$ cat src/oq_macros.svh
////////////////////////////////////////
// Widths and depths of the operand queue stage
// Included by the package and by every RTL file that sizes a queue
////////////////////////////////////////

`ifndef OQ_MACROS_SVH
`define OQ_MACROS_SVH

// Element and permutation word geometry
`define OQ_ELEN           64
`define OQ_NR_BANKS       4
`define OQ_VL_BITS        8

// Buffer depths
`define OQ_CMD_DEPTH      4
`define OQ_ALU_DEPTH      5
`define OQ_ST_DEPTH       2
`define OQ_PERM_DEPTH     4

// Queue count, the first three carry one element each
`define OQ_NR_QUEUES      5
`define OQ_NR_ELEN_QUEUES 3

`endif

$ cat src/oq_pkg.sv
////////////////////////////////////////
// Payload, command and queue index types
////////////////////////////////////////

`include "oq_macros.svh"

package oq_pkg;

  // One vector element
  typedef logic [`OQ_ELEN-1:0] elen_t;

  // One element per register file bank
  typedef elen_t [`OQ_NR_BANKS-1:0] perm_word_t;

  // Element count of one command
  typedef logic [`OQ_VL_BITS-1:0] vl_t;

  typedef struct packed {
    vl_t vl;
  } oq_cmd_t;

  // Queue index, order matches the requester's port layout
  typedef enum logic [2:0] {
    alu_a,
    alu_b,
    st_a,
    perm_idx,
    perm_val
  } opqueue_e;

endpackage

$ cat src/operand_queue.sv
`timescale 1ns/1ps
////////////////////////////////////////
// Operand queue with command buffer, data FIFO and read credit
// One module for element-wide and permutation-word payloads
////////////////////////////////////////

`include "oq_macros.svh"

module operand_queue #(
  parameter type         payload_t = oq_pkg::elen_t,
  parameter int unsigned DataDepth = `OQ_ALU_DEPTH,
  parameter int unsigned CmdDepth  = `OQ_CMD_DEPTH
) (
  input  logic            clk_i,
  input  logic            arst_n_i,
  input  logic            flush_i,
  // Operand requester side
  input  oq_pkg::oq_cmd_t cmd_i,
  input  logic            cmd_valid_i,
  output logic            cmd_pop_o,
  input  payload_t        operand_i,
  input  logic            operand_valid_i,
  input  logic            operand_issued_i,
  output logic            operand_queue_ready_o,
  // Functional unit side
  output payload_t        operand_o,
  output logic            valid_o,
  input  logic            ready_i
);

  import oq_pkg::*;

  localparam int unsigned DataPtrW = (DataDepth > 1) ? $clog2(DataDepth) : 1;
  localparam int unsigned CmdPtrW  = (CmdDepth > 1) ? $clog2(CmdDepth) : 1;
  localparam int unsigned DataCntW = $clog2(DataDepth + 1);
  localparam int unsigned CmdCntW  = $clog2(CmdDepth + 1);

  payload_t            data_mem [DataDepth];
  logic [DataPtrW-1:0] data_wr_ptr_q;
  logic [DataPtrW-1:0] data_rd_ptr_q;
  logic [DataCntW-1:0] data_cnt_q;
  // Reads issued to the register file, data not back yet
  logic [DataCntW-1:0] inflight_q;

  oq_cmd_t             cmd_mem [CmdDepth];
  logic [CmdPtrW-1:0]  cmd_wr_ptr_q;
  logic [CmdPtrW-1:0]  cmd_rd_ptr_q;
  logic [CmdCntW-1:0]  cmd_cnt_q;
  oq_cmd_t             cmd_head;
  // Elements already handed out for the head command
  vl_t                 elem_cnt_q;
  logic                cmd_pop_q;

  logic data_pop;
  logic last_elem;
  logic cmd_done;
  logic cmd_full;

  assign cmd_head  = cmd_mem[cmd_rd_ptr_q];
  assign cmd_full  = (cmd_cnt_q == CmdCntW'(CmdDepth));
  assign valid_o   = (data_cnt_q != '0) && (cmd_cnt_q != '0);
  assign operand_o = data_mem[data_rd_ptr_q];
  assign data_pop  = valid_o && ready_i;
  assign last_elem = (elem_cnt_q == cmd_head.vl - 1'b1);
  assign cmd_done  = data_pop && last_elem;
  assign cmd_pop_o = cmd_pop_q;

  // Credit: reads in flight plus stored elements must fit the buffer
  assign operand_queue_ready_o =
    ({1'b0, inflight_q} + {1'b0, data_cnt_q}) < (DataCntW + 1)'(DataDepth);

  always_ff @(posedge clk_i) begin
    if (operand_valid_i) begin
      data_mem[data_wr_ptr_q] <= operand_i;
    end
    if (cmd_valid_i) begin
      cmd_mem[cmd_wr_ptr_q] <= cmd_i;
    end
  end

  ////////////////////////////////////////
  // Data side
  ////////////////////////////////////////

  always_ff @(posedge clk_i or negedge arst_n_i) begin
    if (!arst_n_i) begin
      data_wr_ptr_q <= '0;
      data_rd_ptr_q <= '0;
      data_cnt_q    <= '0;
      inflight_q    <= '0;
    end else if (flush_i) begin
      data_wr_ptr_q <= '0;
      data_rd_ptr_q <= '0;
      data_cnt_q    <= '0;
      inflight_q    <= '0;
    end else begin
      if (operand_valid_i) begin
        data_wr_ptr_q <= (data_wr_ptr_q == DataPtrW'(DataDepth - 1)) ? '0 :
                         data_wr_ptr_q + 1'b1;
      end
      if (data_pop) begin
        data_rd_ptr_q <= (data_rd_ptr_q == DataPtrW'(DataDepth - 1)) ? '0 :
                         data_rd_ptr_q + 1'b1;
      end
      case ({operand_valid_i, data_pop})
        2'b10:   data_cnt_q <= data_cnt_q + 1'b1;
        2'b01:   data_cnt_q <= data_cnt_q - 1'b1;
        default: data_cnt_q <= data_cnt_q;
      endcase
      // An arriving element turns one in-flight read into a stored one
      case ({operand_issued_i, operand_valid_i})
        2'b10:   inflight_q <= inflight_q + 1'b1;
        2'b01:   inflight_q <= inflight_q - 1'b1;
        default: inflight_q <= inflight_q;
      endcase
    end
  end

  ////////////////////////////////////////
  // Command side
  ////////////////////////////////////////

  always_ff @(posedge clk_i or negedge arst_n_i) begin
    if (!arst_n_i) begin
      cmd_wr_ptr_q <= '0;
      cmd_rd_ptr_q <= '0;
      cmd_cnt_q    <= '0;
      elem_cnt_q   <= '0;
      cmd_pop_q    <= 1'b0;
    end else if (flush_i) begin
      cmd_wr_ptr_q <= '0;
      cmd_rd_ptr_q <= '0;
      cmd_cnt_q    <= '0;
      elem_cnt_q   <= '0;
      cmd_pop_q    <= 1'b0;
    end else begin
      cmd_pop_q <= cmd_done;
      if (cmd_valid_i) begin
        cmd_wr_ptr_q <= (cmd_wr_ptr_q == CmdPtrW'(CmdDepth - 1)) ? '0 :
                        cmd_wr_ptr_q + 1'b1;
      end
      if (cmd_done) begin
        cmd_rd_ptr_q <= (cmd_rd_ptr_q == CmdPtrW'(CmdDepth - 1)) ? '0 :
                        cmd_rd_ptr_q + 1'b1;
      end
      case ({cmd_valid_i, cmd_done})
        2'b10:   cmd_cnt_q <= cmd_cnt_q + 1'b1;
        2'b01:   cmd_cnt_q <= cmd_cnt_q - 1'b1;
        default: cmd_cnt_q <= cmd_cnt_q;
      endcase
      if (data_pop) begin
        elem_cnt_q <= last_elem ? '0 : elem_cnt_q + 1'b1;
      end
    end
  end

  // Requester must respect the space and credit it is shown
  assert property (@(posedge clk_i) disable iff (!arst_n_i)
    cmd_valid_i |-> !cmd_full)
    else $error("Command pushed into a full command buffer");

  assert property (@(posedge clk_i) disable iff (!arst_n_i || flush_i)
    operand_valid_i |-> (inflight_q != '0))
    else $error("Operand arrived without an in-flight read");

  assert property (@(posedge clk_i) disable iff (!arst_n_i)
    operand_issued_i |-> operand_queue_ready_o)
    else $error("Read issued while the queue had no credit");

endmodule

$ cat src/perm_operand_path.sv
`timescale 1ns/1ps
////////////////////////////////////////
// Index and value permutation queues on one shared wide bus
////////////////////////////////////////

`include "oq_macros.svh"

module perm_operand_path (
  input  logic                  clk_i,
  input  logic                  arst_n_i,
  // Shared input bus from the register file
  input  oq_pkg::perm_word_t    perm_operand_i,
  input  logic                  perm_operand_valid_i,
  input  oq_pkg::opqueue_e      perm_opqueue_i,
  // Requester side with [0] for index and [1] for value
  input  oq_pkg::oq_cmd_t [1:0] cmd_i,
  input  logic            [1:0] cmd_valid_i,
  input  logic            [1:0] operand_issued_i,
  output logic            [1:0] operand_queue_ready_o,
  // Shared output bus
  output oq_pkg::perm_word_t    perm_operand_o,
  output logic                  perm_operand_valid_o,
  output logic                  perm_sel_idx_val_o,
  input  logic                  perm_operand_ready_i,
  output logic                  perm_cmd_pop_o
);

  import oq_pkg::*;

  perm_word_t [1:0] q_operand;
  logic       [1:0] q_in_valid;
  logic       [1:0] q_valid;
  logic       [1:0] q_ready;
  logic       [1:0] gnt;

  // Input demux by target queue
  assign q_in_valid[0] = perm_operand_valid_i && (perm_opqueue_i == perm_idx);
  assign q_in_valid[1] = perm_operand_valid_i && (perm_opqueue_i == perm_val);

  operand_queue #(
    .payload_t(perm_word_t),
    .DataDepth(`OQ_PERM_DEPTH),
    .CmdDepth (`OQ_CMD_DEPTH)
  ) u_perm_idx_queue (
    .clk_i                (clk_i),
    .arst_n_i             (arst_n_i),
    .flush_i              (1'b0),
    .cmd_i                (cmd_i[0]),
    .cmd_valid_i          (cmd_valid_i[0]),
    .cmd_pop_o            (),
    .operand_i            (perm_operand_i),
    .operand_valid_i      (q_in_valid[0]),
    .operand_issued_i     (operand_issued_i[0]),
    .operand_queue_ready_o(operand_queue_ready_o[0]),
    .operand_o            (q_operand[0]),
    .valid_o              (q_valid[0]),
    .ready_i              (q_ready[0])
  );

  operand_queue #(
    .payload_t(perm_word_t),
    .DataDepth(`OQ_PERM_DEPTH),
    .CmdDepth (`OQ_CMD_DEPTH)
  ) u_perm_val_queue (
    .clk_i                (clk_i),
    .arst_n_i             (arst_n_i),
    .flush_i              (1'b0),
    .cmd_i                (cmd_i[1]),
    .cmd_valid_i          (cmd_valid_i[1]),
    .cmd_pop_o            (perm_cmd_pop_o),
    .operand_i            (perm_operand_i),
    .operand_valid_i      (q_in_valid[1]),
    .operand_issued_i     (operand_issued_i[1]),
    .operand_queue_ready_o(operand_queue_ready_o[1]),
    .operand_o            (q_operand[1]),
    .valid_o              (q_valid[1]),
    .ready_i              (q_ready[1])
  );

  ////////////////////////////////////////
  // Fixed priority with index first
  ////////////////////////////////////////

  assign gnt[0] = q_valid[0];
  assign gnt[1] = q_valid[1] && !q_valid[0];
  assign q_ready = gnt & {2{perm_operand_ready_i}};

  assign perm_operand_valid_o = |q_valid;
  assign perm_sel_idx_val_o   = !gnt[0];
  assign perm_operand_o       = gnt[0] ? q_operand[0] : q_operand[1];

  // Shared bus words only target the two permutation queues
  assert property (@(posedge clk_i) disable iff (!arst_n_i)
    perm_operand_valid_i |-> (perm_opqueue_i inside {perm_idx, perm_val}))
    else $error("Permutation word sent to a non-permutation queue");

endmodule

$ cat src/operand_queues_stage.sv
`timescale 1ns/1ps
////////////////////////////////////////
// Operand queue stage of one lane, top level
// Holds ALU, store and permutation queues plus the store flush register
////////////////////////////////////////

`include "oq_macros.svh"

module operand_queues_stage (
  input  logic                                     clk_i,
  input  logic                                     arst_n_i,
  // Register file and operand requester
  input  oq_pkg::elen_t   [`OQ_NR_ELEN_QUEUES-1:0] operand_i,
  input  logic            [`OQ_NR_QUEUES-1:0]      operand_valid_i,
  input  logic            [`OQ_NR_QUEUES-1:0]      operand_issued_i,
  output logic            [`OQ_NR_QUEUES-1:0]      operand_queue_ready_o,
  input  oq_pkg::oq_cmd_t [`OQ_NR_QUEUES-1:0]      cmd_i,
  input  logic            [`OQ_NR_QUEUES-1:0]      cmd_valid_i,
  // Store exception flush
  input  logic                                     lsu_ex_flush_i,
  output logic                                     lsu_ex_flush_o,
  // ALU
  output oq_pkg::elen_t   [1:0]                    alu_operand_o,
  output logic            [1:0]                    alu_operand_valid_o,
  input  logic            [1:0]                    alu_operand_ready_i,
  // Store unit
  output oq_pkg::elen_t                            stu_operand_o,
  output logic                                     stu_operand_valid_o,
  input  logic                                     stu_operand_ready_i,
  // Permutation bus
  input  oq_pkg::perm_word_t                       perm_operand_i,
  input  logic                                     perm_operand_valid_i,
  input  oq_pkg::opqueue_e                         perm_opqueue_i,
  output oq_pkg::perm_word_t                       perm_operand_o,
  output logic                                     perm_operand_valid_o,
  output logic                                     perm_sel_idx_val_o,
  input  logic                                     perm_operand_ready_i,
  output logic                                     perm_cmd_pop_o
);

  import oq_pkg::*;

  logic [1:0] perm_queue_ready;

  // Flush reaches the store queue one cycle late
  always_ff @(posedge clk_i or negedge arst_n_i) begin
    if (!arst_n_i) begin
      lsu_ex_flush_o <= 1'b0;
    end else begin
      lsu_ex_flush_o <= lsu_ex_flush_i;
    end
  end

  ////////////////////////////////////////
  // ALU and store queues
  ////////////////////////////////////////

  for (genvar i = 0; i < 2; i++) begin : g_alu
    operand_queue #(
      .payload_t(elen_t),
      .DataDepth(`OQ_ALU_DEPTH),
      .CmdDepth (`OQ_CMD_DEPTH)
    ) u_alu_queue (
      .clk_i                (clk_i),
      .arst_n_i             (arst_n_i),
      .flush_i              (1'b0),
      .cmd_i                (cmd_i[i]),
      .cmd_valid_i          (cmd_valid_i[i]),
      .cmd_pop_o            (),
      .operand_i            (operand_i[i]),
      .operand_valid_i      (operand_valid_i[i]),
      .operand_issued_i     (operand_issued_i[i]),
      .operand_queue_ready_o(operand_queue_ready_o[i]),
      .operand_o            (alu_operand_o[i]),
      .valid_o              (alu_operand_valid_o[i]),
      .ready_i              (alu_operand_ready_i[i])
    );
  end

  operand_queue #(
    .payload_t(elen_t),
    .DataDepth(`OQ_ST_DEPTH),
    .CmdDepth (`OQ_CMD_DEPTH)
  ) u_st_queue (
    .clk_i                (clk_i),
    .arst_n_i             (arst_n_i),
    .flush_i              (lsu_ex_flush_o),
    .cmd_i                (cmd_i[st_a]),
    .cmd_valid_i          (cmd_valid_i[st_a]),
    .cmd_pop_o            (),
    .operand_i            (operand_i[st_a]),
    .operand_valid_i      (operand_valid_i[st_a]),
    .operand_issued_i     (operand_issued_i[st_a]),
    .operand_queue_ready_o(operand_queue_ready_o[st_a]),
    .operand_o            (stu_operand_o),
    .valid_o              (stu_operand_valid_o),
    .ready_i              (stu_operand_ready_i)
  );

  ////////////////////////////////////////
  // Permutation pair
  ////////////////////////////////////////

  perm_operand_path u_perm_path (
    .clk_i                (clk_i),
    .arst_n_i             (arst_n_i),
    .perm_operand_i       (perm_operand_i),
    .perm_operand_valid_i (perm_operand_valid_i),
    .perm_opqueue_i       (perm_opqueue_i),
    .cmd_i                ({cmd_i[perm_val], cmd_i[perm_idx]}),
    .cmd_valid_i          ({cmd_valid_i[perm_val], cmd_valid_i[perm_idx]}),
    .operand_issued_i     ({operand_issued_i[perm_val], operand_issued_i[perm_idx]}),
    .operand_queue_ready_o(perm_queue_ready),
    .perm_operand_o       (perm_operand_o),
    .perm_operand_valid_o (perm_operand_valid_o),
    .perm_sel_idx_val_o   (perm_sel_idx_val_o),
    .perm_operand_ready_i (perm_operand_ready_i),
    .perm_cmd_pop_o       (perm_cmd_pop_o)
  );

  assign operand_queue_ready_o[perm_idx] = perm_queue_ready[0];
  assign operand_queue_ready_o[perm_val] = perm_queue_ready[1];

endmodule

$ cat config.mk
export PLATFORM = sky130hd
export DESIGN_NAME = operand_queues_stage
export DESIGN_NICKNAME = d
export VERILOG_FILES = /design/src/oq_pkg.sv /design/src/operand_queue.sv /design/src/perm_operand_path.sv /design/src/operand_queues_stage.sv
export VERILOG_INCLUDE_DIRS = /design/src
export SDC_FILE = /design/constraint.sdc
export NUM_CORES = 2
export LEC_CHECK = 0
export BUFFER_PORTS_ARGS = -buffer_cell sky130_fd_sc_hd__buf_2
export CORE_MARGIN = 10
export CORE_UTILIZATION = 30
export DETAILED_ROUTE_END_ITERATION = 10
export GPL_ROUTABILITY_DRIVEN = 0
export SLEW_MARGIN = 20
export SYNTH_ARGS = -nofsm -noshare
export SYNTH_HDL_FRONTEND = slang
export SYNTH_SLANG_ARGS = --single-unit
$ cat constraint.sdc
create_clock -name clk_i -period 11.7 [get_ports clk_i]
set_clock_uncertainty 0.05 [all_clocks]
set_input_delay 1.755 -clock clk_i [delete_from_list [all_inputs] [get_ports clk_i]]
set_output_delay 1.755 -clock clk_i [all_outputs]
set_load 0.03 [all_outputs]
==> metrics.md <==
| Metric | Value |
|---|---|
| GRT Residual Overflow | 0 |
| Vias | 59161 |
| Net Count, Synth | 6396 |
| Max-slew headroom | 0.298 |
| Setup violators final | 0 |
| DRC viols | 0 |
| Status | complete, no violations |
| First-pass GRT wire length | 443000 um |
| TritonCTS clock tree | built |
| All-Layer GR Usage | 0.140 |
| Setup crit start kind | register |
| Die X | 651 um |
| Slowest library cell on the worst path | buf_4 |
| Worst Setup Path Type | register to output port |
| Worst hold path class | register to register |
| Place WS | 5.96 ns |
| Fill count | 36641 |
| Port bufs | 971 |
| Minimum clock period | 6.18 ns |
| Worst IR Drop VDD | 0.000224 V |
| Sequential share of the synthesized area | 0.775 |
| Clk sinks | 3103 |
| Top_reg_cell synth | edfxtp_1 |
| Max-slew violation count | 0 |
| Syn Inst Count | 5791 |
| Initial drt markers | 4628 |
| CP cell instances | or3_1, o31a_2, inv_8, buf_12, buf_4, nand2_1, nand2_1, buf_2 |
| Crit. End Element | output port |
| Pwr Total | 0.0352 W |
| First-pass detailed-route iteration total | 5 |
| Clock Tree Root | clkbuf_16 |
| Vias in the first global route | 61758 |
| Worst Path Buf+Inv | 4 |
| # Max-Cap Violations | 0 |
| Post-DRT Antenna Nets | 0 |
| Via/cell ratio | 4.73 |
| Clk_lat worst skew | 0.90 ns |
| CP peak stage delay | 0.71 ns |
| Initial antenna violation count | 190 |
| Register area | 0.0926 mm2 |
| Final hold violations | 0 |
| WL/cell | 24.6 um |
| Top delay family on crit path | buffers and inverters |
| Post-detail-place hpwl | 189000 um |
| H-tree levels | 5 |
| Cell row count | 231 |
| Max Clk Rate | 162 MHz |
| Final Worst Setup Slack | 5.52 ns |
| Resized Gates After CTS | 0 |
| Setup TNS | 0 ns |
| Static leakage | 47.6 nW |
| Synth async-reset ratio | 0.0409 |
| Most frequent cell after synthesis | edfxtp_1 |
| Commonest cells in the netlist | edfxtp_1, nand2_1, mux4_2, mux2_2, clkbuf_1 |
| Area grow syn2layout | 18.5% |
| CTS clk-pin slew, worst paths | 0.06 ns |
| Hold buffers post-CTS | 0 |
| Total wire length | 307000 um |
| #FFs+latches synth | 3103 |
| Post-synth EDFFs | 2976 |
| PwrDens | 249 mW/mm2 |
| DIE HEIGHT | 651 um |
| IO Count | 974 |
| Mapped cell area | 0.119 mm2 |
| Critical Path Most Common Cell | nand2_1 |
| Area contributors post-synth | edfxtp_1, mux4_2, nand2_1 |
| CTS Buf Count | 330 |
| Req. time, crit path | 9.90 ns |
| Arrival time worst endpoint | 4.37 ns |
| Area of the multi-input gates | 0.0255 mm2 |
| CTS Buffer Depth | 4 |
| Syn Area/Cell | 20.6 um2 |
| Slew @ Worst Pin | 1.05 ns |
| Postcts setup bufs | 0 |
| Share of cells above drive strength 1 | 0.341 |
| Largest net degree at the start of global routing | 105 |
| Fin crit share | 0.528 |
| Area leader, netlist | edfxtp_1 |
| Total core area | 0.396 mm2 |
| Starting Density | 0.301 |
| Largest fanout on the critical path | 96 |
| Yosys cell types | 74 |
| Nets | 7539 |
| Synth top area share | 0.749 |
| RSZ-0062 raised after global routing | no |
| Synthesis Warnings | 0 |
| Die Area | 0.423 mm2 |
==> cells by family (layout without fill, tap and decap cells) <==
family | after synthesis | after routing | share of synthesized area
adders and majority gates | 91 | 91 | 0.0105
other | 0 | 87 | 0
xor gates and xnor gates | 117 | 117 | 0.00878
DFF | 3103 | 3103 | 0.775
muxes | 894 | 894 | 0.148
AOI/OAI and AO/OA | 118 | 118 | 0.00622
and+or+nand+nor | 1117 | 1117 | 0.0390
buffers and inverters | 351 | 1751 | 0.0116
==> cell usage in the layout (no fill, tap or decap), drive strengths merged, types with 3 or more instances in the layout <==
cell type / count
ha: 75
xnor2: 60
a31oi: 4
clkinvlp: 8
edfxtp: 2976
nand4: 10
o211ai: 5
buf: 1063
nor2b: 5
a22oi: 3
nor3b: 7
mux4: 679
nor4: 7
clkinv: 142
and2: 35
nand2: 859
dfrtp: 127
nand2b: 6
mux2: 205
nand3: 32
clkbuf: 397
inv: 121
a211oi: 3
bufinv: 20
diode: 87
fa: 16
mux2i: 10
nor2: 84
nor3: 43
and3: 8
a21oi: 22
or3: 10
o22ai: 4
a21o: 5
o21ai: 57
xor2: 57
==> sequential cells by signal, summed over array words and instances, names as in the netlist, 8 cells and up <==
name and count:
u_perm_path.u_perm_idx_queue.elem_cnt_q 8, u_perm_path.u_perm_val_queue.elem_cnt_q 8, u_st_queue.elem_cnt_q 8, u_st_queue.data_mem 128, u_perm_path.u_perm_val_queue.cmd_mem 32, u_perm_path.u_perm_val_queue.data_mem 1024, u_perm_path.u_perm_idx_queue.cmd_mem 32, g_alu.u_alu_queue.cmd_mem 64
u_st_queue.cmd_mem 32, u_perm_path.u_perm_idx_queue.data_mem 1024, g_alu.u_alu_queue.data_mem 640, g_alu.u_alu_queue.elem_cnt_q 16
==> through the flow <==
stage	instance area [um2]	utilization	hold WS [ns]	cells
2_1_floorplan	119000	-	0.393	5791
3_3_place_gp	131000	0.330	0.407	11844
3_5_place_dp	131000	0.330	0.410	11844
4_1_cts	141000	0.357	0.419	12433
5_1_grt	141000	0.357	0.448	12467
6_report	141000	0.357	0.414	12520
==> power by group <==
group	internal, W	leakage, nW	switching (W)
combinational	0.00389	14.0	0.00764
sequential	0.0130	28.5	0.000590
clock	0.00572	5.07	0.00435
total	0.0226	47.6	0.0126
==> area by class of cell <==
type                       instances  share of cell area
sequential                      3103               0.655
multi-input combinational       2337               0.180
inverter                          99             0.00268
antenna                           87             0.00154
clock buffer                     397              0.0606
timing repair buffer            1063              0.0407
clock inverter                   192              0.0131
tap                             5242              0.0464
==> final timing paths <==
kind,from,to,slack (ns),cells after the start
min in group asynchronous,arst_n_i,lsu_ex_flush_o,0.81,1
max in group asynchronous,arst_n_i,u_perm_path.u_perm_idx_queue.data_rd_ptr_q[1],9.30,2
max,u_perm_path.u_perm_idx_queue.data_cnt_q[1],perm_operand_o[184],5.52,8
max reg2reg,g_alu[0].u_alu_queue.cmd_rd_ptr_q[0],g_alu[0].u_alu_queue.cmd_cnt_q[2],7.40,15
min,u_perm_path.u_perm_idx_queue.cmd_cnt_q[2],u_perm_path.u_perm_idx_queue.cmd_cnt_q[2],0.41,1
min reg2reg,u_perm_path.u_perm_idx_queue.cmd_cnt_q[2],u_perm_path.u_perm_idx_queue.cmd_cnt_q[2],0.41,1
==> worst register-to-register path, cell delays in order, from the launching register on <==
cell	delay, ns
dfrtp_1	0.72
mux4_2	0.66
inv_1	0.09
ha_1	0.25
nor3b_1	0.26
xnor2_1	0.14
nand2_1	0.07
nor4_1	0.27
nand4_2	0.26
nor2_2	0.32
ha_1	0.25
inv_1	0.06
fa_1	0.37
xor2_1	0.15
nor2_1	0.11
xor2_1	0.17
==> per-layer routing <==
metal | global-route usage | share of wire
met2 | 0.236 | 0.49
met1 | 0.169 | 0.38
met5 | 0 | 0.0029
met3 | 0.0513 | 0.097
met4 | 0.0344 | 0.025
Power figures use the tool's default switching activity.
